### config.mk
export PLATFORM = sky130hd
export DESIGN_NAME = capture_top
export DESIGN_NICKNAME = d
export VERILOG_FILES = /design/src/hdl/capture_pkg.sv /design/src/hdl/capture_top.sv /design/src/hdl/frame_assembler.sv /design/src/hdl/route_lane.sv /design/src/hdl/capture_sequencer.sv /design/src/hdl/source_arbiter.sv
export SDC_FILE = /design/constraint.sdc
export NUM_CORES = 1
export LEC_CHECK = 0
export BUFFER_PORTS_ARGS = -buffer_cell sky130_fd_sc_hd__buf_2
export CORE_UTILIZATION = 50
export CTS_CLUSTER_DIAMETER = 120
export DETAILED_ROUTE_END_ITERATION = 8
export PLACE_DENSITY = 0.73
export SYNTH_ARGS = -nofsm -noshare
export SYNTH_HDL_FRONTEND = slang
export SYNTH_HIERARCHICAL = 1
export SYNTH_SLANG_ARGS = --single-unit
### constraint.sdc
create_clock -name clk_245_76MHz -period 3.3 [get_ports clk_245_76MHz]
set_input_delay 0.66 -clock clk_245_76MHz [delete_from_list [all_inputs] [get_ports clk_245_76MHz]]
set_output_delay 0.66 -clock clk_245_76MHz [all_outputs]
set_load 0.02 [all_outputs]
### src/hdl/capture_pkg.sv
`default_nettype none

package capture_pkg;

  ////////////////////////////////////////////////////////////
  // widths
  ////////////////////////////////////////////////////////////

  // one packed iq sample, 16 bit i above 16 bit q
  localparam int unsigned IQ_W    = 32;
  localparam int unsigned CTRL_W  = 32;
  localparam int unsigned CNT_W   = 32;
  localparam int unsigned WORD_W  = 64;
  localparam int unsigned ROUTE_W = 2;
  localparam int unsigned LAT_W   = 8;

  ////////////////////////////////////////////////////////////
  // control word fields
  ////////////////////////////////////////////////////////////

  // route codes for both lanes
  localparam logic [ROUTE_W-1:0] ROUTE_ADC        = 2'd0;
  localparam logic [ROUTE_W-1:0] ROUTE_DAC        = 2'd1;
  localparam logic [ROUTE_W-1:0] ROUTE_SAMPLE_CNT = 2'd2;
  localparam logic [ROUTE_W-1:0] ROUTE_GLBL_CNT   = 2'd3;

  localparam int unsigned ROUTE_LSB_LOWER = 0;
  localparam int unsigned ROUTE_LSB_UPPER = 4;
  // 2 bit source field, waveform player when both bits set
  localparam int unsigned SOURCE_LSB      = 8;

  // generator latency defaults, in clocks
  localparam int unsigned DEF_CHIRP_DELAY    = 3;
  localparam int unsigned DEF_WFRM_DELAY     = 19;
  localparam int unsigned DEF_WFRM_DELAY_END = 2;
  // record padding, power of two
  localparam int unsigned DEF_ALIGN_WORDS    = 64;

  // capture word, header or data view of the same 64 bits
  typedef union packed {
    struct packed {
      logic [CNT_W-1:0] glbl_cnt;
      logic [CNT_W-1:0] sample_cnt;
    } hdr;
    struct packed {
      logic [IQ_W-1:0] upper;
      logic [IQ_W-1:0] lower;
    } data;
  } capture_word_u;

endpackage

`default_nettype wire
### src/hdl/capture_top.sv
`default_nettype none

module capture_top #(
  parameter int unsigned CHIRP_DELAY    = capture_pkg::DEF_CHIRP_DELAY,
  parameter int unsigned WFRM_DELAY     = capture_pkg::DEF_WFRM_DELAY,
  parameter int unsigned WFRM_DELAY_END = capture_pkg::DEF_WFRM_DELAY_END,
  parameter int unsigned ALIGN_WORDS    = capture_pkg::DEF_ALIGN_WORDS
) (
  input  wire                            clk_245_76MHz,
  input  wire                            cpu_reset,
  // control
  input  wire [capture_pkg::CTRL_W-1:0] ctrl_word_i,
  input  wire                            chirp_init_i,
  input  wire                            chirp_enable_i,
  input  wire                            adc_enable_i,
  // sample streams
  input  wire [capture_pkg::IQ_W-1:0]   adc_iq_i,
  input  wire                            adc_valid_i,
  input  wire [capture_pkg::IQ_W-1:0]   dac_iq_i,
  // generator status
  input  wire                            chirp_ready_i,
  input  wire                            chirp_done_i,
  input  wire                            chirp_active_i,
  input  wire                            wfrm_ready_i,
  input  wire                            wfrm_done_i,
  input  wire                            wfrm_active_i,
  // gated generator controls
  output logic                           chirp_init_o,
  output logic                           chirp_enable_o,
  output logic                           wfrm_init_o,
  output logic                           wfrm_enable_o,
  // merged status
  output logic                           ready_o,
  output logic                           done_o,
  output logic                           active_o,
  // capture stream
  output capture_pkg::capture_word_u     cap_word_o,
  output logic                           cap_valid_o,
  output logic                           cap_first_o,
  output logic                           cap_last_o
);

  logic                          wfrm_select;
  logic                          wr_en;
  logic                          wr_first;
  logic                          wr_last;
  logic [capture_pkg::CNT_W-1:0] sample_cnt;
  logic [capture_pkg::CNT_W-1:0] glbl_cnt;
  // lane 0 lower half, lane 1 upper half
  logic [capture_pkg::IQ_W-1:0]  lane_word [2];

  source_arbiter u_source_arbiter (
    .clk_245_76MHz  (clk_245_76MHz),
    .cpu_reset      (cpu_reset),
    .ctrl_word_i    (ctrl_word_i),
    .chirp_init_i   (chirp_init_i),
    .chirp_enable_i (chirp_enable_i),
    .chirp_ready_i  (chirp_ready_i),
    .chirp_done_i   (chirp_done_i),
    .chirp_active_i (chirp_active_i),
    .wfrm_ready_i   (wfrm_ready_i),
    .wfrm_done_i    (wfrm_done_i),
    .wfrm_active_i  (wfrm_active_i),
    .chirp_init_o   (chirp_init_o),
    .chirp_enable_o (chirp_enable_o),
    .wfrm_init_o    (wfrm_init_o),
    .wfrm_enable_o  (wfrm_enable_o),
    .ready_o        (ready_o),
    .done_o         (done_o),
    .active_o       (active_o),
    .wfrm_select_o  (wfrm_select)
  );

  capture_sequencer #(
    .CHIRP_DELAY    (CHIRP_DELAY),
    .WFRM_DELAY     (WFRM_DELAY),
    .WFRM_DELAY_END (WFRM_DELAY_END),
    .ALIGN_WORDS    (ALIGN_WORDS)
  ) u_capture_sequencer (
    .clk_245_76MHz (clk_245_76MHz),
    .cpu_reset     (cpu_reset),
    .chirp_init_i  (chirp_init_i),
    .adc_enable_i  (adc_enable_i),
    .adc_valid_i   (adc_valid_i),
    .wfrm_select_i (wfrm_select),
    .wr_en_o       (wr_en),
    .wr_first_o    (wr_first),
    .wr_last_o     (wr_last),
    .sample_cnt_o  (sample_cnt),
    .glbl_cnt_o    (glbl_cnt)
  );

  ////////////////////////////////////////////////////////////
  // route lanes
  ////////////////////////////////////////////////////////////

  for (genvar lane = 0; lane < 2; lane++) begin : g_lane
    route_lane #(
      .ROUTE_LSB ((lane == 0) ? capture_pkg::ROUTE_LSB_LOWER
                              : capture_pkg::ROUTE_LSB_UPPER)
    ) u_route_lane (
      .clk_245_76MHz (clk_245_76MHz),
      .cpu_reset     (cpu_reset),
      .ctrl_word_i   (ctrl_word_i),
      .adc_iq_i      (adc_iq_i),
      .dac_iq_i      (dac_iq_i),
      .sample_cnt_i  (sample_cnt),
      .glbl_cnt_i    (glbl_cnt),
      .lane_word_o   (lane_word[lane])
    );
  end

  frame_assembler u_frame_assembler (
    .clk_245_76MHz (clk_245_76MHz),
    .cpu_reset     (cpu_reset),
    .wr_en_i       (wr_en),
    .wr_first_i    (wr_first),
    .wr_last_i     (wr_last),
    .sample_cnt_i  (sample_cnt),
    .glbl_cnt_i    (glbl_cnt),
    .upper_word_i  (lane_word[1]),
    .lower_word_i  (lane_word[0]),
    .cap_word_o    (cap_word_o),
    .cap_valid_o   (cap_valid_o),
    .cap_first_o   (cap_first_o),
    .cap_last_o    (cap_last_o)
  );

endmodule

`default_nettype wire

### src/hdl/frame_assembler.sv
`default_nettype none

module frame_assembler (
  input  wire                                 clk_245_76MHz,
  input  wire                                 cpu_reset,
  input  wire                                 wr_en_i,
  input  wire                                 wr_first_i,
  input  wire                                 wr_last_i,
  input  wire  [capture_pkg::CNT_W-1:0]       sample_cnt_i,
  input  wire  [capture_pkg::CNT_W-1:0]       glbl_cnt_i,
  input  wire  [capture_pkg::IQ_W-1:0]        upper_word_i,
  input  wire  [capture_pkg::IQ_W-1:0]        lower_word_i,
  output capture_pkg::capture_word_u          cap_word_o,
  output logic                                cap_valid_o,
  output logic                                cap_first_o,
  output logic                                cap_last_o
);

  capture_pkg::capture_word_u word_next;

  // header at both record ends, lane data in between
  always_comb begin
    if (wr_first_i || wr_last_i) begin
      word_next.hdr.glbl_cnt   = glbl_cnt_i;
      word_next.hdr.sample_cnt = sample_cnt_i;
    end else begin
      word_next.data.upper = upper_word_i;
      word_next.data.lower = lower_word_i;
    end
  end

  // payload only loads on a write
  always_ff @(posedge clk_245_76MHz) begin
    if (wr_en_i) begin
      cap_word_o <= word_next;
    end
  end

  // strobes one clock after wr_en, markers only on real writes
  always_ff @(posedge clk_245_76MHz) begin
    if (cpu_reset) begin
      cap_valid_o <= 1'b0;
      cap_first_o <= 1'b0;
      cap_last_o  <= 1'b0;
    end else begin
      cap_valid_o <= wr_en_i;
      cap_first_o <= wr_en_i & wr_first_i;
      cap_last_o  <= wr_en_i & wr_last_i;
    end
  end

endmodule

`default_nettype wire

### src/hdl/route_lane.sv
`default_nettype none

module route_lane #(
  // bit position of this lane's route field
  parameter int unsigned ROUTE_LSB = capture_pkg::ROUTE_LSB_LOWER
) (
  input  wire                             clk_245_76MHz,
  input  wire                             cpu_reset,
  input  wire  [capture_pkg::CTRL_W-1:0]  ctrl_word_i,
  input  wire  [capture_pkg::IQ_W-1:0]    adc_iq_i,
  input  wire  [capture_pkg::IQ_W-1:0]    dac_iq_i,
  input  wire  [capture_pkg::CNT_W-1:0]   sample_cnt_i,
  input  wire  [capture_pkg::CNT_W-1:0]   glbl_cnt_i,
  output logic [capture_pkg::IQ_W-1:0]    lane_word_o
);

  logic [capture_pkg::ROUTE_W-1:0] route_q;

  // route change shows one clock later
  always_ff @(posedge clk_245_76MHz) begin
    if (cpu_reset) begin
      route_q <= capture_pkg::ROUTE_ADC;
    end else begin
      route_q <= ctrl_word_i[ROUTE_LSB +: capture_pkg::ROUTE_W];
    end
  end

  // four way source select
  always_comb begin
    case (route_q)
      capture_pkg::ROUTE_ADC: begin
        lane_word_o = adc_iq_i;
      end
      capture_pkg::ROUTE_DAC: begin
        lane_word_o = dac_iq_i;
      end
      capture_pkg::ROUTE_SAMPLE_CNT: begin
        lane_word_o = sample_cnt_i;
      end
      default: begin
        // ROUTE_GLBL_CNT
        lane_word_o = glbl_cnt_i;
      end
    endcase
  end

endmodule

`default_nettype wire

### src/hdl/capture_sequencer.sv
`default_nettype none

module capture_sequencer #(
  parameter int unsigned CHIRP_DELAY    = capture_pkg::DEF_CHIRP_DELAY,
  parameter int unsigned WFRM_DELAY     = capture_pkg::DEF_WFRM_DELAY,
  parameter int unsigned WFRM_DELAY_END = capture_pkg::DEF_WFRM_DELAY_END,
  parameter int unsigned ALIGN_WORDS    = capture_pkg::DEF_ALIGN_WORDS
) (
  input  wire                           clk_245_76MHz,
  input  wire                           cpu_reset,
  input  wire                           chirp_init_i,
  input  wire                           adc_enable_i,
  input  wire                           adc_valid_i,
  input  wire                           wfrm_select_i,
  output logic                          wr_en_o,
  output logic                          wr_first_o,
  output logic                          wr_last_o,
  output logic [capture_pkg::CNT_W-1:0] sample_cnt_o,
  output logic [capture_pkg::CNT_W-1:0] glbl_cnt_o
);

  // word and alignment counters wrap at ALIGN_WORDS
  localparam int unsigned AW = (ALIGN_WORDS > 1) ? $clog2(ALIGN_WORDS) : 1;

  logic                          adc_en_d1;
  logic                          capture_active;
  logic [capture_pkg::LAT_W-1:0] lat_cnt;
  logic [capture_pkg::LAT_W-1:0] start_delay;
  logic [capture_pkg::LAT_W-1:0] end_delay;
  logic [AW-1:0]                 word_cnt;
  logic [AW-1:0]                 align_cnt;
  logic                          lat_zero;
  logic                          align_pending;
  logic                          enable_fall;
  logic                          start;
  logic                          pre_last;

  ////////////////////////////////////////////////////////////
  // enable delay and generator latency
  ////////////////////////////////////////////////////////////

  // waveform player has a longer pipe at start, shorter at end
  assign start_delay = wfrm_select_i ? capture_pkg::LAT_W'(WFRM_DELAY)
                                     : capture_pkg::LAT_W'(CHIRP_DELAY);
  assign end_delay   = wfrm_select_i ? capture_pkg::LAT_W'(WFRM_DELAY_END)
                                     : capture_pkg::LAT_W'(CHIRP_DELAY);

  assign lat_zero      = (lat_cnt == '0);
  assign align_pending = |align_cnt;
  // delayed enable high, raw enable already low
  assign enable_fall   = adc_en_d1 & ~adc_enable_i;

  always_ff @(posedge clk_245_76MHz) begin
    if (cpu_reset) begin
      adc_en_d1 <= 1'b0;
    end else begin
      adc_en_d1 <= adc_enable_i;
    end
  end

  always_ff @(posedge clk_245_76MHz) begin
    if (cpu_reset) begin
      lat_cnt <= '0;
    end else if (chirp_init_i) begin
      lat_cnt <= start_delay;
    end else if (enable_fall) begin
      lat_cnt <= end_delay;
    end else if (!lat_zero) begin
      lat_cnt <= lat_cnt - 1'b1;
    end
  end

  // capture window follows the delayed enable once the generator pipe
  // has drained and no padding is still owed
  always_ff @(posedge clk_245_76MHz) begin
    if (cpu_reset) begin
      capture_active <= 1'b0;
    end else if (lat_zero && !align_pending) begin
      capture_active <= adc_en_d1;
    end
  end

  ////////////////////////////////////////////////////////////
  // record framing
  ////////////////////////////////////////////////////////////

  assign start    = lat_zero & adc_en_d1 & ~capture_active;
  // one clock ahead of the earliest possible last word
  assign pre_last = (lat_cnt == capture_pkg::LAT_W'(1)) & capture_active & ~adc_en_d1;

  assign wr_en_o   = capture_active & adc_valid_i;
  assign wr_last_o = lat_zero & capture_active & ~adc_en_d1 & ~align_pending;

  // words written so far in this record, modulo the block size
  always_ff @(posedge clk_245_76MHz) begin
    if (cpu_reset) begin
      word_cnt <= '0;
    end else if (start) begin
      word_cnt <= '0;
    end else if (wr_en_o) begin
      word_cnt <= word_cnt + 1'b1;
    end
  end

  // pre_last word plus the last header still follow word_cnt,
  // so pad by -(word_cnt + 2) mod ALIGN_WORDS
  always_ff @(posedge clk_245_76MHz) begin
    if (cpu_reset) begin
      align_cnt <= '0;
    end else if (pre_last) begin
      align_cnt <= AW'(0) - (word_cnt + AW'(2));
    end else if (align_pending) begin
      align_cnt <= align_cnt - 1'b1;
    end
  end

  // first header lands one clock after the start
  always_ff @(posedge clk_245_76MHz) begin
    if (cpu_reset) begin
      wr_first_o <= 1'b0;
    end else begin
      wr_first_o <= start;
    end
  end

  ////////////////////////////////////////////////////////////
  // free running counters
  ////////////////////////////////////////////////////////////

  // sample count keeps running across records
  always_ff @(posedge clk_245_76MHz) begin
    if (cpu_reset) begin
      sample_cnt_o <= '0;
    end else if (wr_en_o) begin
      sample_cnt_o <= sample_cnt_o + 1'b1;
    end
  end

  always_ff @(posedge clk_245_76MHz) begin
    if (cpu_reset) begin
      glbl_cnt_o <= '0;
    end else begin
      glbl_cnt_o <= glbl_cnt_o + 1'b1;
    end
  end

endmodule

`default_nettype wire

### src/hdl/source_arbiter.sv
`default_nettype none

module source_arbiter (
  input  wire                            clk_245_76MHz,
  input  wire                            cpu_reset,
  input  wire [capture_pkg::CTRL_W-1:0] ctrl_word_i,
  input  wire                            chirp_init_i,
  input  wire                            chirp_enable_i,
  // status from the chirp dds
  input  wire                            chirp_ready_i,
  input  wire                            chirp_done_i,
  input  wire                            chirp_active_i,
  // status from the waveform player
  input  wire                            wfrm_ready_i,
  input  wire                            wfrm_done_i,
  input  wire                            wfrm_active_i,
  output logic                           chirp_init_o,
  output logic                           chirp_enable_o,
  output logic                           wfrm_init_o,
  output logic                           wfrm_enable_o,
  output logic                           ready_o,
  output logic                           done_o,
  output logic                           active_o,
  output logic                           wfrm_select_o
);

  logic [1:0] src_field_q;

  // source field only follows the control word while the chirp is off
  // so a running generator is never swapped underneath
  always_ff @(posedge clk_245_76MHz) begin
    if (cpu_reset) begin
      // chirp dds after reset
      src_field_q <= 2'b00;
    end else if (!chirp_enable_i) begin
      src_field_q <= ctrl_word_i[capture_pkg::SOURCE_LSB +: 2];
    end
  end

  // waveform player only on 2'b11
  assign wfrm_select_o = &src_field_q;

  // init and enable steered to the chosen generator
  assign chirp_init_o   = chirp_init_i   & ~wfrm_select_o;
  assign chirp_enable_o = chirp_enable_i & ~wfrm_select_o;
  assign wfrm_init_o    = chirp_init_i   &  wfrm_select_o;
  assign wfrm_enable_o  = chirp_enable_i &  wfrm_select_o;

  // status back from the chosen generator
  assign ready_o  = wfrm_select_o ? wfrm_ready_i  : chirp_ready_i;
  assign done_o   = wfrm_select_o ? wfrm_done_i   : chirp_done_i;
  assign active_o = wfrm_select_o ? wfrm_active_i : chirp_active_i;

endmodule

`default_nettype wire

# Word level (Yosys, flattened, before mapping)
# Index checks and enable logic that the tools add are counted.
word_totals:
  register_bits: 160
  input_bits: 108
  output_inout_bits: 74
  word_cells: 71
classes:
  n_addsub: 7
  eq_ne: 6
  n_mux: 13
  bitwise_logic: 20
  n_reduce_logical: 10
op_table:
  columns: ["operator", "n"]
  rows:
  - ["one-hot mux 32 bit (3 select lines)", 2]
  - ["adder 32 x 1 -> 32 bit (second input constant)", 2]
  - ["2-to-1 mux 64 bit", 1]
  - ["2-to-1 mux 8 bit", 3]
  - ["bitwise AND 1 bit", 15]
  - ["2-to-1 mux 6 bit", 2]
  - ["== test 8 x 1 -> 1 bit (second input constant)", 1]
  - ["zero test 8 bit", 1]
  - ["subtractor 8 x 1 -> 8 bit (second input constant)", 1]
  - ["adder 6 x 1 -> 6 bit (second input constant)", 1]
  - ["adder 6 x 2 -> 6 bit (second input constant)", 1]
  - ["OR reduction 6 bit", 1]
  - ["subtractor 1 x 6 -> 6 bit (first input constant)", 1]
  - ["subtractor 6 x 1 -> 6 bit (second input constant)", 1]
  - ["2-to-1 mux 5 bit", 1]
  - ["inverter 1 bit", 5]
  - ["== test 2 x 1 -> 1 bit (second input constant)", 2]
  - ["== test 2 bit (second input constant)", 2]
  - ["zero test 2 bit", 2]
  - ["2-to-1 mux 1 bit", 4]
  - ["inequality test 3 bit (second input constant)", 1]
  - ["AND reduction 2 bit", 1]
  - ["nonzero test 2 bit", 1]
  - ["OR reduction 2 bit", 1]
  - ["other kinds (3)", 3]

# Depth between registers and ports, before layout
# Gate-level depths: netlist (run 1).
logic_depth:
  ltp_word: 6
  depth_mapped: 8
  ltp_nobuf: 7

# Modules after synthesis
# Netlist (run 1), hierarchy kept.
modules_own_cells:
  columns: ["mod", "instances", "cells_per_inst", "area_each_um2", "seq_area_each_um2"]
  rows:
  - ["capture_sequencer", 1, 500, 4192.8, 1741.7]
  - ["frame_assembler", 1, 141, 3088.0, 1981.9]
  - ["route_lane", 2, 43, 867.1, 40.0]
  - ["source_arbiter", 1, 15, 152.6, 40.0]

# Worst setup path before layout (run 1)
# No wires, ideal clock.
synth_timing:
  kind: "input to register"
  start: "in adc_valid_i"
  end: "reg u_frame_assembler.cap_first_o"
  setup_time_ps: 58
  t_arrival_ps: 2555
  required_ps: 3242
  path_slack_ps: 687
  path_stages: 4
  n_path_buf: 0
  path_cell_list: "nand2_1 > inv_1 > nor2b_1 > and2_2"
synth_via:
  elab_chain_len: 2
synth_rtl:
  columns: ["item", "line_no", "source"]
  rows:
  - ["start, declared", "capture_top.sv:18", "input wire adc_valid_i,"]
  - ["bitwise AND 1 bit", "capture_sequencer.sv:91", "assign wr_en_o = capture_active & adc_valid_i;"]
  - ["via wr_en", "capture_top.sv:44", "logic wr_en;"]
  - ["bitwise AND 1 bit", "frame_assembler.sv:47", "cap_first_o <= wr_en_i & wr_first_i;"]
  - ["end signal, assigned", "frame_assembler.sv:47", null]
  - ["end, declared", "frame_assembler.sv:15", "output logic cap_first_o,"]
# The timed path passes the listed nets, and every way through them passes these cells.
# A chain may end at the register's enable or synchronous reset.

==> impl_metrics.yaml, run 1 <==
detailed_routing:
  drtIter0Drc: 366
  route.detailed.drc: 0
  vias_per_cell: 5.953
  final_antenna_net_count: 0
  vias: 6709
  wl_mm: 20.50
  drt_pass1_iterations: 5
  wl_per_cell_microns: 18.19
clocking:
  htreeDepth: 4
  numCtsBuffers: 17
  cts.clk_slew.worst_paths_ns: 0.06
  hold_buffers: 0
  postCtsSetupBuffers: 0
  clockBufferDepth: 2
  cts_tree: "built"
  clock-sinks: 160
  clk-insertion-delay-late_ns: 0.43
  postCtsResizedCells: 0
  root_buffer: "clkbuf_16"
synth:
  synth_xor_area_share_pct: 3.344
  yosysSeqAreaShare_pct: 41.93
  async_flop_share_pct: 0
  synth-edff-count: 64
  synth_top_family_by_area: "multiplexers"
  syn_avg_cell_area_sq_um: 12.36
  synth_compound_area_share_pct: 6.415
  synth_nets: 858
  synthAdderAreaFrac_pct: 1.092
  ys_ff_latch: 160
  syn_area_sq_um: 9168
  synthFlopType: "dfxtp_1"
  yosysWarnings: 6
  ys_types: 52
  yosys.area_share.simple_pct: 14.77
  synthCells: 742
  synthMuxAreaShare_pct: 27.53
setup_path:
  cpPeakStageDelay_ns: 0.44
  setup.worst_path.end: "u_frame_assembler/cap_word_o[41]"
  r2r_cells: 6
  required_ns: 3.48
  startpoint: "u_capture_sequencer/lat_cnt[4]"
  critPathKind: "reg -> reg"
  critPathMaxFanout: 64
  end_kind: "flop"
  critPathTopFamily: "simple AND/OR/NAND/NOR gates"
  crit_top_cell: "and3_1"
  r2r-start: "u_capture_sequencer/lat_cnt[4]"
  crit_buf_inv: 1
  crit_path_top_delay_cell: "nor3_1"
  regToRegEndpoint: "u_frame_assembler/cap_word_o[41]"
  crit_path_start_kind: "flop"
  path_cells: "nor3_1 > and3_1 > and3_1 > nor2_8 > buf_12 > mux2_4"
  worst-path-stages: 6
  worstPathArrival_ns: 2.64
  r2r_setup_slack_ns: 0.84
die:
  die_height_microns: 137.4
  die_w_microns: 137.4
  rows: 49
  core_area_sq_um: 17960
  io_pins: 182
  start_util_pct: 51.03
  die_area_sq_um: 18880
placement:
  dp_slack_ns: 0.9330
  numPortBuffers: 155
  place_congestion: 0.8242
  dpl.hpwl_mm: 14.44
sta:
  finalHoldViolCount: 0
  holdWs_ns: 0.4382
  tns_ns: 0
  maxSlewHeadroom_pct: 38.68
  clock.fmax_mhz: 406.0
  slew_viol_final: 0
  worst_pin_slew_ns: 0.9199
  rsz0062_at_grt: "false"
  setup_viol: 0
  min_period_over_period_pct: 74.63
  fin_skew_ns: 0.007170
  setup_ws_ns: 0.8372
  layout_min_cycle_time_ns: 2.463
cells_and_area:
  fillCellCount: 1521
  final_nets: 1000
  drive_above_1_share_pct: 38.80
  final_common_cell: "buf_2"
  layout_common_cells: "buf_2 (155), dfxtp_1 (94), edfxtp_1 (64)"
  area_growth_pct: 14.37
outcome:
  status: "complete, no violations"
power:
  powerDensity_nw_per_um2: 450.3
  power_leakage_uw: 0.004021
  max-vdd-ir-drop_uv: 364.7
grt:
  grt_start_max_net_pins: 65
  grt.overflow.total: 0
  grt_pass1_vias: 6277
  antenna_found_initial: 1
  grt_pass1_wl_mm: 31.91
  grt_use_total_pct: 22.14
job:
  cap_violations: 0
worst_hold_path:
  hold_class: "in -> reg"
==> flip-flops by register name (all words and copies together) (netlist names) <==
| name | flops |
|---|---|
| g_lane.u_route_lane/route_q | 4 |
| u_capture_sequencer/adc_en_d1 | 1 |
| u_capture_sequencer/align_cnt | 6 |
| u_capture_sequencer/capture_active | 1 |
| u_capture_sequencer/glbl_cnt_o | 32 |
| u_capture_sequencer/lat_cnt | 8 |
| u_capture_sequencer/sample_cnt_o | 32 |
| u_capture_sequencer/word_cnt | 6 |
| u_capture_sequencer/wr_first_o | 1 |
| u_frame_assembler/cap_first_o | 1 |
| u_frame_assembler/cap_last_o | 1 |
| u_frame_assembler/cap_valid_o | 1 |
| u_frame_assembler/cap_word_o | 64 |
| u_source_arbiter/src_field_q | 2 |
==> synth_stat cells (2+ instances only) <==
| master | number | area share, % |
|---|---|---|
| o31ai_1 | 20 | 1.6 |
| mux4_1 | 4 | 1.1 |
| clkbuf_1 | 21 | 0.86 |
| or2_2 | 3 | 0.20 |
| buf_12 | 12 | 2.6 |
| xor2_1 | 20 | 1.9 |
| mux2i_1 | 2 | 0.22 |
| buf_6 | 2 | 0.25 |
| nor3_1 | 9 | 0.49 |
| dfxtp_1 | 96 | 21 |
| or3_1 | 20 | 1.4 |
| edfxtp_1 | 64 | 21 |
| nand2b_1 | 4 | 0.27 |
| nand4_1 | 19 | 1.3 |
| and3_2 | 2 | 0.16 |
| inv_1 | 15 | 0.61 |
| o21ai_0 | 22 | 1.2 |
| xnor2_1 | 15 | 1.4 |
| and2_2 | 3 | 0.25 |
| a21oi_1 | 48 | 2.6 |
| mux4_2 | 60 | 15 |
| ha_1 | 8 | 1.1 |
| nor4_1 | 8 | 0.55 |
| buf_2 | 9 | 0.49 |
| and4_1 | 8 | 0.76 |
| and2_1 | 2 | 0.14 |
| a211o_1 | 2 | 0.19 |
| mux2_2 | 9 | 1.1 |
| nor2b_1 | 15 | 1.0 |
| nand3_1 | 34 | 1.9 |
| nand2_1 | 32 | 1.3 |
| mux2_4 | 63 | 10 |
| and3_1 | 10 | 0.68 |
| or4_1 | 22 | 1.8 |
| nor2_1 | 41 | 1.7 |
| o211ai_1 | 2 | 0.16 |
==> logic make-up after synthesis <==
group | count (synthesis)
buf+inv | 61
compound gates | 101
xor+xnor | 35
fa+ha+maj | 8
simple gates | 239
flops | 160
mux | 138
==> area by class of cell <==
class	count	area [sq um]	area share, %
diodes	1	2.502	0.02387
clock buffers	19	442.9	4.224
clock inverters	13	72.57	0.6921
inverters	15	56.30	0.5370
multi-input cells	521	4872	46.47
flip-flops and latches	160	3846	36.68
well taps	229	286.5	2.733
repair buffers	169	905.9	8.640
==> metrics by stage <==
| step | utilization [%] | area [sq um] | std cells | total power [uW] |
|---|---|---|---|---|
| 2_1_floorplan | - | 9168 | 742 | 2857 |
| 3_3_place_gp | 55.49 | 9967 | 1094 | 2991 |
| 3_5_place_dp | 55.49 | 9967 | 1094 | 3009 |
| 4_1_cts | 58.35 | 10480 | 1126 | 4742 |
| 5_1_grt | 58.35 | 10480 | 1126 | 4909 |
| 6_report | 58.37 | 10490 | 1127 | 4721 |
==> worst reg2reg max path: cells and delay by family, from the launching register on <==
family / cells / cell delay, ns
buffers and inverters: 1 / 0.21
flip-flops: 1 / 0.34
AND/OR/NAND/NOR: 4 / 1.16
multiplexers: 1 / 0.51
==> power by group <==
group          total, uW  switching [uW]  internal (uW)
Sequential          2210            71.8           2140
Combinational        767             357            410
Clock               1740             779            964
==> metal layers <==
metal / up-vias / share of wire (%) / track usage (%)
met1: 3317 / 44 / 28.59
met2: 208 / 50 / 37.91
met3: 17 / 5.1 / 3.753
li1: 3167 / - / -
met5: - / 0 / 0
met4: 0 / 1.0 / 6.532
==> how the worst min path moves through the flow <==
stage | endpoint | slack [ns] | cells after the start | startpoint
final | g_lane[1].u_route_lane/route_q[0] | 0.44 | 2 | ctrl_word_i[4]
after CTS | g_lane[1].u_route_lane/route_q[0] | 0.43 | 2 | ctrl_word_i[4]
after detailed placement | u_capture_sequencer/lat_cnt[7] | 0.47 | 2 | u_capture_sequencer/lat_cnt[7]
after global routing | g_lane[0].u_route_lane/route_q[0] | 0.46 | 2 | ctrl_word_i[0]
after floorplan | u_capture_sequencer/lat_cnt[6] | 0.45 | 2 | u_capture_sequencer/lat_cnt[6]
after global placement | u_capture_sequencer/lat_cnt[6] | 0.46 | 2 | u_capture_sequencer/lat_cnt[6]
Note: power is estimated with default switching activity, not from simulation.
==> run 2, diff against run 1 <==
==> constraint.sdc (replaced) <==
create_clock -name clk_245_76MHz -period 2.6 [get_ports clk_245_76MHz]
set_input_delay 0.52 -clock clk_245_76MHz [delete_from_list [all_inputs] [get_ports clk_245_76MHz]]
set_output_delay 0.52 -clock clk_245_76MHz [all_outputs]
set_load 0.02 [all_outputs]
==> impl_metrics.yaml, run 2 (same netlist as run 1, synthesis figures left out) <==
placement:
  dpl.hpwl_mm: 14.57
  post_dp_cell_area_sq_um: 10120
  numPortBuffers: 155
  placedCellCount: 1111
  place_congestion: 0.8010
sta:
  min_period_over_period_pct: 94.98
  tns_ns: 0
  layout_min_cycle_time_ns: 2.469
  rsz0062_at_grt: "false"
  fin_skew_ns: 0.01533
  setup_viol: 0
  slew_viol_final: 0
  maxSlewHeadroom_pct: 54.76
  worst_pin_slew_ns: 0.6786
  holdWs_ns: 0.2948
  finalHoldViolCount: 0
  clock.fmax_mhz: 405.0
clocking:
  clk-insertion-delay-late_ns: 0.43
  cts_tree: "built"
  clock-sinks: 160
  htreeDepth: 4
  postCtsResizedCells: 0
  numCtsBuffers: 17
  hold_buffers: 0
  clockBufferDepth: 2
  cts.clk_slew.worst_paths_ns: 0.06
  postCtsSetupBuffers: 0
  root_buffer: "clkbuf_16"
cells_and_area:
  layout_common_cells: "buf_2 (155), dfxtp_1 (94), edfxtp_1 (64)"
  final_common_cell: "buf_2"
  max_flop_register: "u_frame_assembler/cap_word_o"
  final_area_sq_um: 10770
  seq_area_sq_um: 3846
  reg.largest.list: "u_frame_assembler/cap_word_o x64, u_capture_sequencer/glbl_cnt_o x32, u_capture_sequencer/sample_cnt_o x32"
  area_growth_pct: 17.43
  stdcell_count: 1143
  final_nets: 1017
  largest_register_ffs: 64
  drive_above_1_share_pct: 39.93
  fillCellCount: 1445
  multi_input_area_sq_um: 4872
  diodes: 0
detailed_routing:
  final_antenna_net_count: 0
  drtIter0Drc: 379
  vias_per_cell: 5.904
  route.detailed.drc: 0
  drt_pass1_iterations: 5
  vias: 6748
  wl_mm: 21.03
  wl_per_cell_microns: 18.40
setup_path:
  critPathKind: "reg -> reg"
  crit_buf_inv: 2
  path_cells: "inv_1 > ha_1 > nand2b_1 > nor2_1 > and3_1 > nor2_8 > buf_12 > mux2_2"
  critPathMaxFanout: 16
  critPathTopFamily: "simple AND/OR/NAND/NOR gates"
  worstPathArrival_ns: 2.65
  cpPeakStageDelay_ns: 0.42
  crit_path_top_delay_cell: "dfxtp_1"
  crit_path_start_kind: "flop"
  required_ns: 2.78
  end_kind: "flop"
power:
  p_sw_uw: 1592
  power_frac_comb_pct: 15.6
  clock_power_share_pct: 41.5
  p_sw_share_pct: 24.52
  seqPwrFrac_pct: 42.9
  internal-power_uw: 4900
  power_leakage_uw: 0.004176
  total_power_uw: 6491
  max-vdd-ir-drop_uv: 462.3
  powerDensity_nw_per_um2: 603.0
grt:
  grt_pass1_vias: 6498
  grt_use_total_pct: 22.94
  antenna_found_initial: 1
  grt.overflow.total: 0
  grt_pass1_wl_mm: 33.13
  grt_start_max_net_pins: 55
die:
  die_area_sq_um: 18880
  io_pins: 182
  start_util_pct: 51.03
  die_height_microns: 137.4
  die_w_microns: 137.4
  rows: 49
  core_area_sq_um: 17960
outcome:
  status: "complete, no violations"
worst_hold_path:
  hold_class: "in -> reg"
job:
  cap_violations: 0
[run 2: power groups by stage]
stage	combinational, uW	clock (uW)	sequential [uW]
final	1010	2690	2790
after detailed placement	998	0	2840
after global routing	1120	2820	2800
after floorplan	777	0	2850
after global placement	972	0	2840
after CTS	1010	2730	2780
[run 2: cell type report]
class                      count  share of cell area (%)
inverter                      15                  0.5230
clock inverter                 9                   1.046
multi-input combinational    521                   45.26
tap                          229                   2.662
clock buffer                  23                   4.951
sequential                   160                   35.73
timing repair buffer         186                   9.833
[run 2: path summary, 6_finish.rpt]
path	startpoint	end	slack [ns]	cells past startpoint
setup reg to reg	u_capture_sequencer/align_cnt[0]	u_frame_assembler/cap_word_o[63]	0.13	8
setup / recovery	u_capture_sequencer/align_cnt[0]	u_frame_assembler/cap_word_o[63]	0.13	8
hold / removal	ctrl_word_i[1]	g_lane[0].u_route_lane/route_q[1]	0.29	2
hold reg to reg	u_capture_sequencer/word_cnt[1]	u_capture_sequencer/word_cnt[1]	0.48	2
[run 2: stage by stage]
stage               setup WS [ns]  utilization [%]
floorplan                  0.1273                -
global placement           0.2329            56.33
CTS                        0.1802            59.93
detailed placement         0.1985            56.33
finish                     0.1306            59.93
global route              0.05868            59.93
[run 2: worst reg2reg max path, stage by stage (launching register included)]
cell	delay, ns
dfxtp_1	0.42
inv_1	0.09
ha_1	0.21
nand2b_1	0.15
nor2_1	0.08
and3_1	0.26
nor2_8	0.42
buf_12	0.25
mux2_2	0.36
[run 2: per-layer routing]
metal,up-vias,GRT usage (%),wire [microns]
met4,0,6.777,176
met5,-,0,0
li1,3208,-,-
met1,3340,28.96,9224
met2,184,39.70,10740
met3,16,4.341,886
==> run 3, diff against run 2 <==
--- a/config.mk
+++ b/config.mk
@@ -9,7 +9,7 @@
 export CORE_UTILIZATION = 50
 export CTS_CLUSTER_DIAMETER = 120
 export DETAILED_ROUTE_END_ITERATION = 8
-export PLACE_DENSITY = 0.73
+export PLACE_DENSITY = 0.83
 export SYNTH_ARGS = -nofsm -noshare
 export SYNTH_HDL_FRONTEND = slang
 export SYNTH_HIERARCHICAL = 1
==> impl_metrics.yaml, run 3 (same netlist as run 1, synthesis figures left out) <==
outcome:
  status: "complete, no violations"
placement:
  placedCellCount: 1113
  post_dp_cell_area_sq_um: 10170
  place_congestion: 0.8039
  dpl.hpwl_mm: 14.62
  numPortBuffers: 155
  dp_slack_ns: 0.2313
sta:
  maxSlewHeadroom_pct: 60.60
  slew_viol_final: 0
  tns_ns: 0
  finalHoldViolCount: 0
  clock.fmax_mhz: 416.0
  fin_skew_ns: 0.01019
  layout_min_cycle_time_ns: 2.404
  worst_pin_slew_ns: 0.5910
  setup_viol: 0
  setup_ws_ns: 0.1960
  holdWs_ns: 0.3001
  min_period_over_period_pct: 92.46
  rsz0062_at_grt: "false"
cells_and_area:
  stdcell_count: 1145
  area_growth_pct: 17.13
  drive_above_1_share_pct: 39.85
  diodes: 0
  final_area_sq_um: 10740
  reg.largest.list: "u_frame_assembler/cap_word_o x64, u_capture_sequencer/glbl_cnt_o x32, u_capture_sequencer/sample_cnt_o x32"
  largest_register_ffs: 64
  layout_common_cells: "buf_2 (155), dfxtp_1 (94), edfxtp_1 (64)"
  final_nets: 1019
  fillCellCount: 1350
  final_common_cell: "buf_2"
  max_flop_register: "u_frame_assembler/cap_word_o"
power:
  max-vdd-ir-drop_uv: 486.5
  power_frac_comb_pct: 16.3
  power_leakage_uw: 0.004145
  p_sw_share_pct: 24.94
  powerDensity_nw_per_um2: 580.6
  internal-power_uw: 4679
  seqPwrFrac_pct: 44.7
  clock_power_share_pct: 39.1
  p_sw_uw: 1555
die:
  start_util_pct: 51.03
  die_area_sq_um: 18880
  rows: 49
  core_area_sq_um: 17960
  die_height_microns: 137.4
  die_w_microns: 137.4
  io_pins: 182
setup_path:
  required_ns: 2.78
  crit_path_top_delay_cell: "dfxtp_1"
  crit_path_start_kind: "flop"
  cpPeakStageDelay_ns: 0.41
  critPathMaxFanout: 20
  critPathTopFamily: "simple AND/OR/NAND/NOR gates"
  path_cells: "inv_1 > ha_1 > nand2b_1 > nor2_1 > and3_1 > nor2_8 > buf_12 > mux2_2"
  worstPathArrival_ns: 2.59
  critPathKind: "reg -> reg"
  crit_buf_inv: 2
  end_kind: "flop"
clocking:
  postCtsResizedCells: 0
  htreeDepth: 4
  cts_tree: "built"
  hold_buffers: 0
  root_buffer: "clkbuf_16"
  postCtsSetupBuffers: 0
  clockBufferDepth: 2
  clock-sinks: 160
  numCtsBuffers: 17
  clk-insertion-delay-late_ns: 0.43
  cts.clk_slew.worst_paths_ns: 0.07
detailed_routing:
  drt_pass1_iterations: 5
  wl_per_cell_microns: 18.52
  route.detailed.drc: 0
  vias_per_cell: 6.045
  wl_mm: 21.21
  final_antenna_net_count: 0
  drtIter0Drc: 453
  vias: 6921
job:
  cap_violations: 0
grt:
  grt_pass1_wl_mm: 33.15
  grt_pass1_vias: 6626
  grt.overflow.total: 0
  grt_start_max_net_pins: 43
  grt_use_total_pct: 22.93
  antenna_found_initial: 0
worst_hold_path:
  hold_class: "in -> reg"
[run 3: routing by layer]
| metal | GRT usage (%) | up-vias | wire [microns] |
|---|---|---|---|
| met1 | 27.45 | 3457 | 8515 |
| met5 | 0 | - | 0 |
| li1 | - | 3209 | - |
| met3 | 5.114 | 33 | 1138 |
| met4 | 7.082 | 0 | 393 |
| met2 | 40.73 | 222 | 11160 |
[run 3: final timing paths]
| kind | start | endpoint | slack [ns] | cells past startpoint |
|---|---|---|---|---|
| max reg2reg | u_capture_sequencer/align_cnt[0] | u_frame_assembler/cap_word_o[0] | 0.20 | 8 |
| max | u_capture_sequencer/align_cnt[0] | u_frame_assembler/cap_word_o[0] | 0.20 | 8 |
| min | ctrl_word_i[4] | g_lane[1].u_route_lane/route_q[0] | 0.30 | 2 |
| min reg2reg | u_capture_sequencer/word_cnt[1] | u_capture_sequencer/word_cnt[1] | 0.48 | 2 |
[run 3: power groups by stage]
| stage | clock network (uW) | registers, uW | logic (uW) |
|---|---|---|---|
| floorplan | 0 | 2850 | 777 |
| global placement | 0 | 2830 | 970 |
| detailed placement | 0 | 2840 | 1000 |
| CTS | 2470 | 2780 | 1010 |
| global route | 2580 | 2800 | 1110 |
| finish | 2440 | 2780 | 1010 |
[run 3: cell type report]
class | instances | area (sq um) | share of cell area (%)
Inverter | 15 | 56.30 | 0.5244
Multi-Input combinational cell | 521 | 4872 | 45.37
Timing Repair Buffer | 188 | 1111 | 10.35
Clock buffer | 21 | 450.4 | 4.195
Clock inverter | 11 | 115.1 | 1.072
Tap cell | 229 | 286.5 | 2.668
Sequential cell | 160 | 3846 | 35.82
[run 3: stage by stage]
| step | utilization, % | total power, uW |
|---|---|---|
| 2_1_floorplan | - | 3626 |
| 3_3_place_gp | 56.63 | 3803 |
| 3_5_place_dp | 56.63 | 3839 |
| 4_1_cts | 59.78 | 6263 |
| 5_1_grt | 59.78 | 6490 |
| 6_report | 59.78 | 6234 |
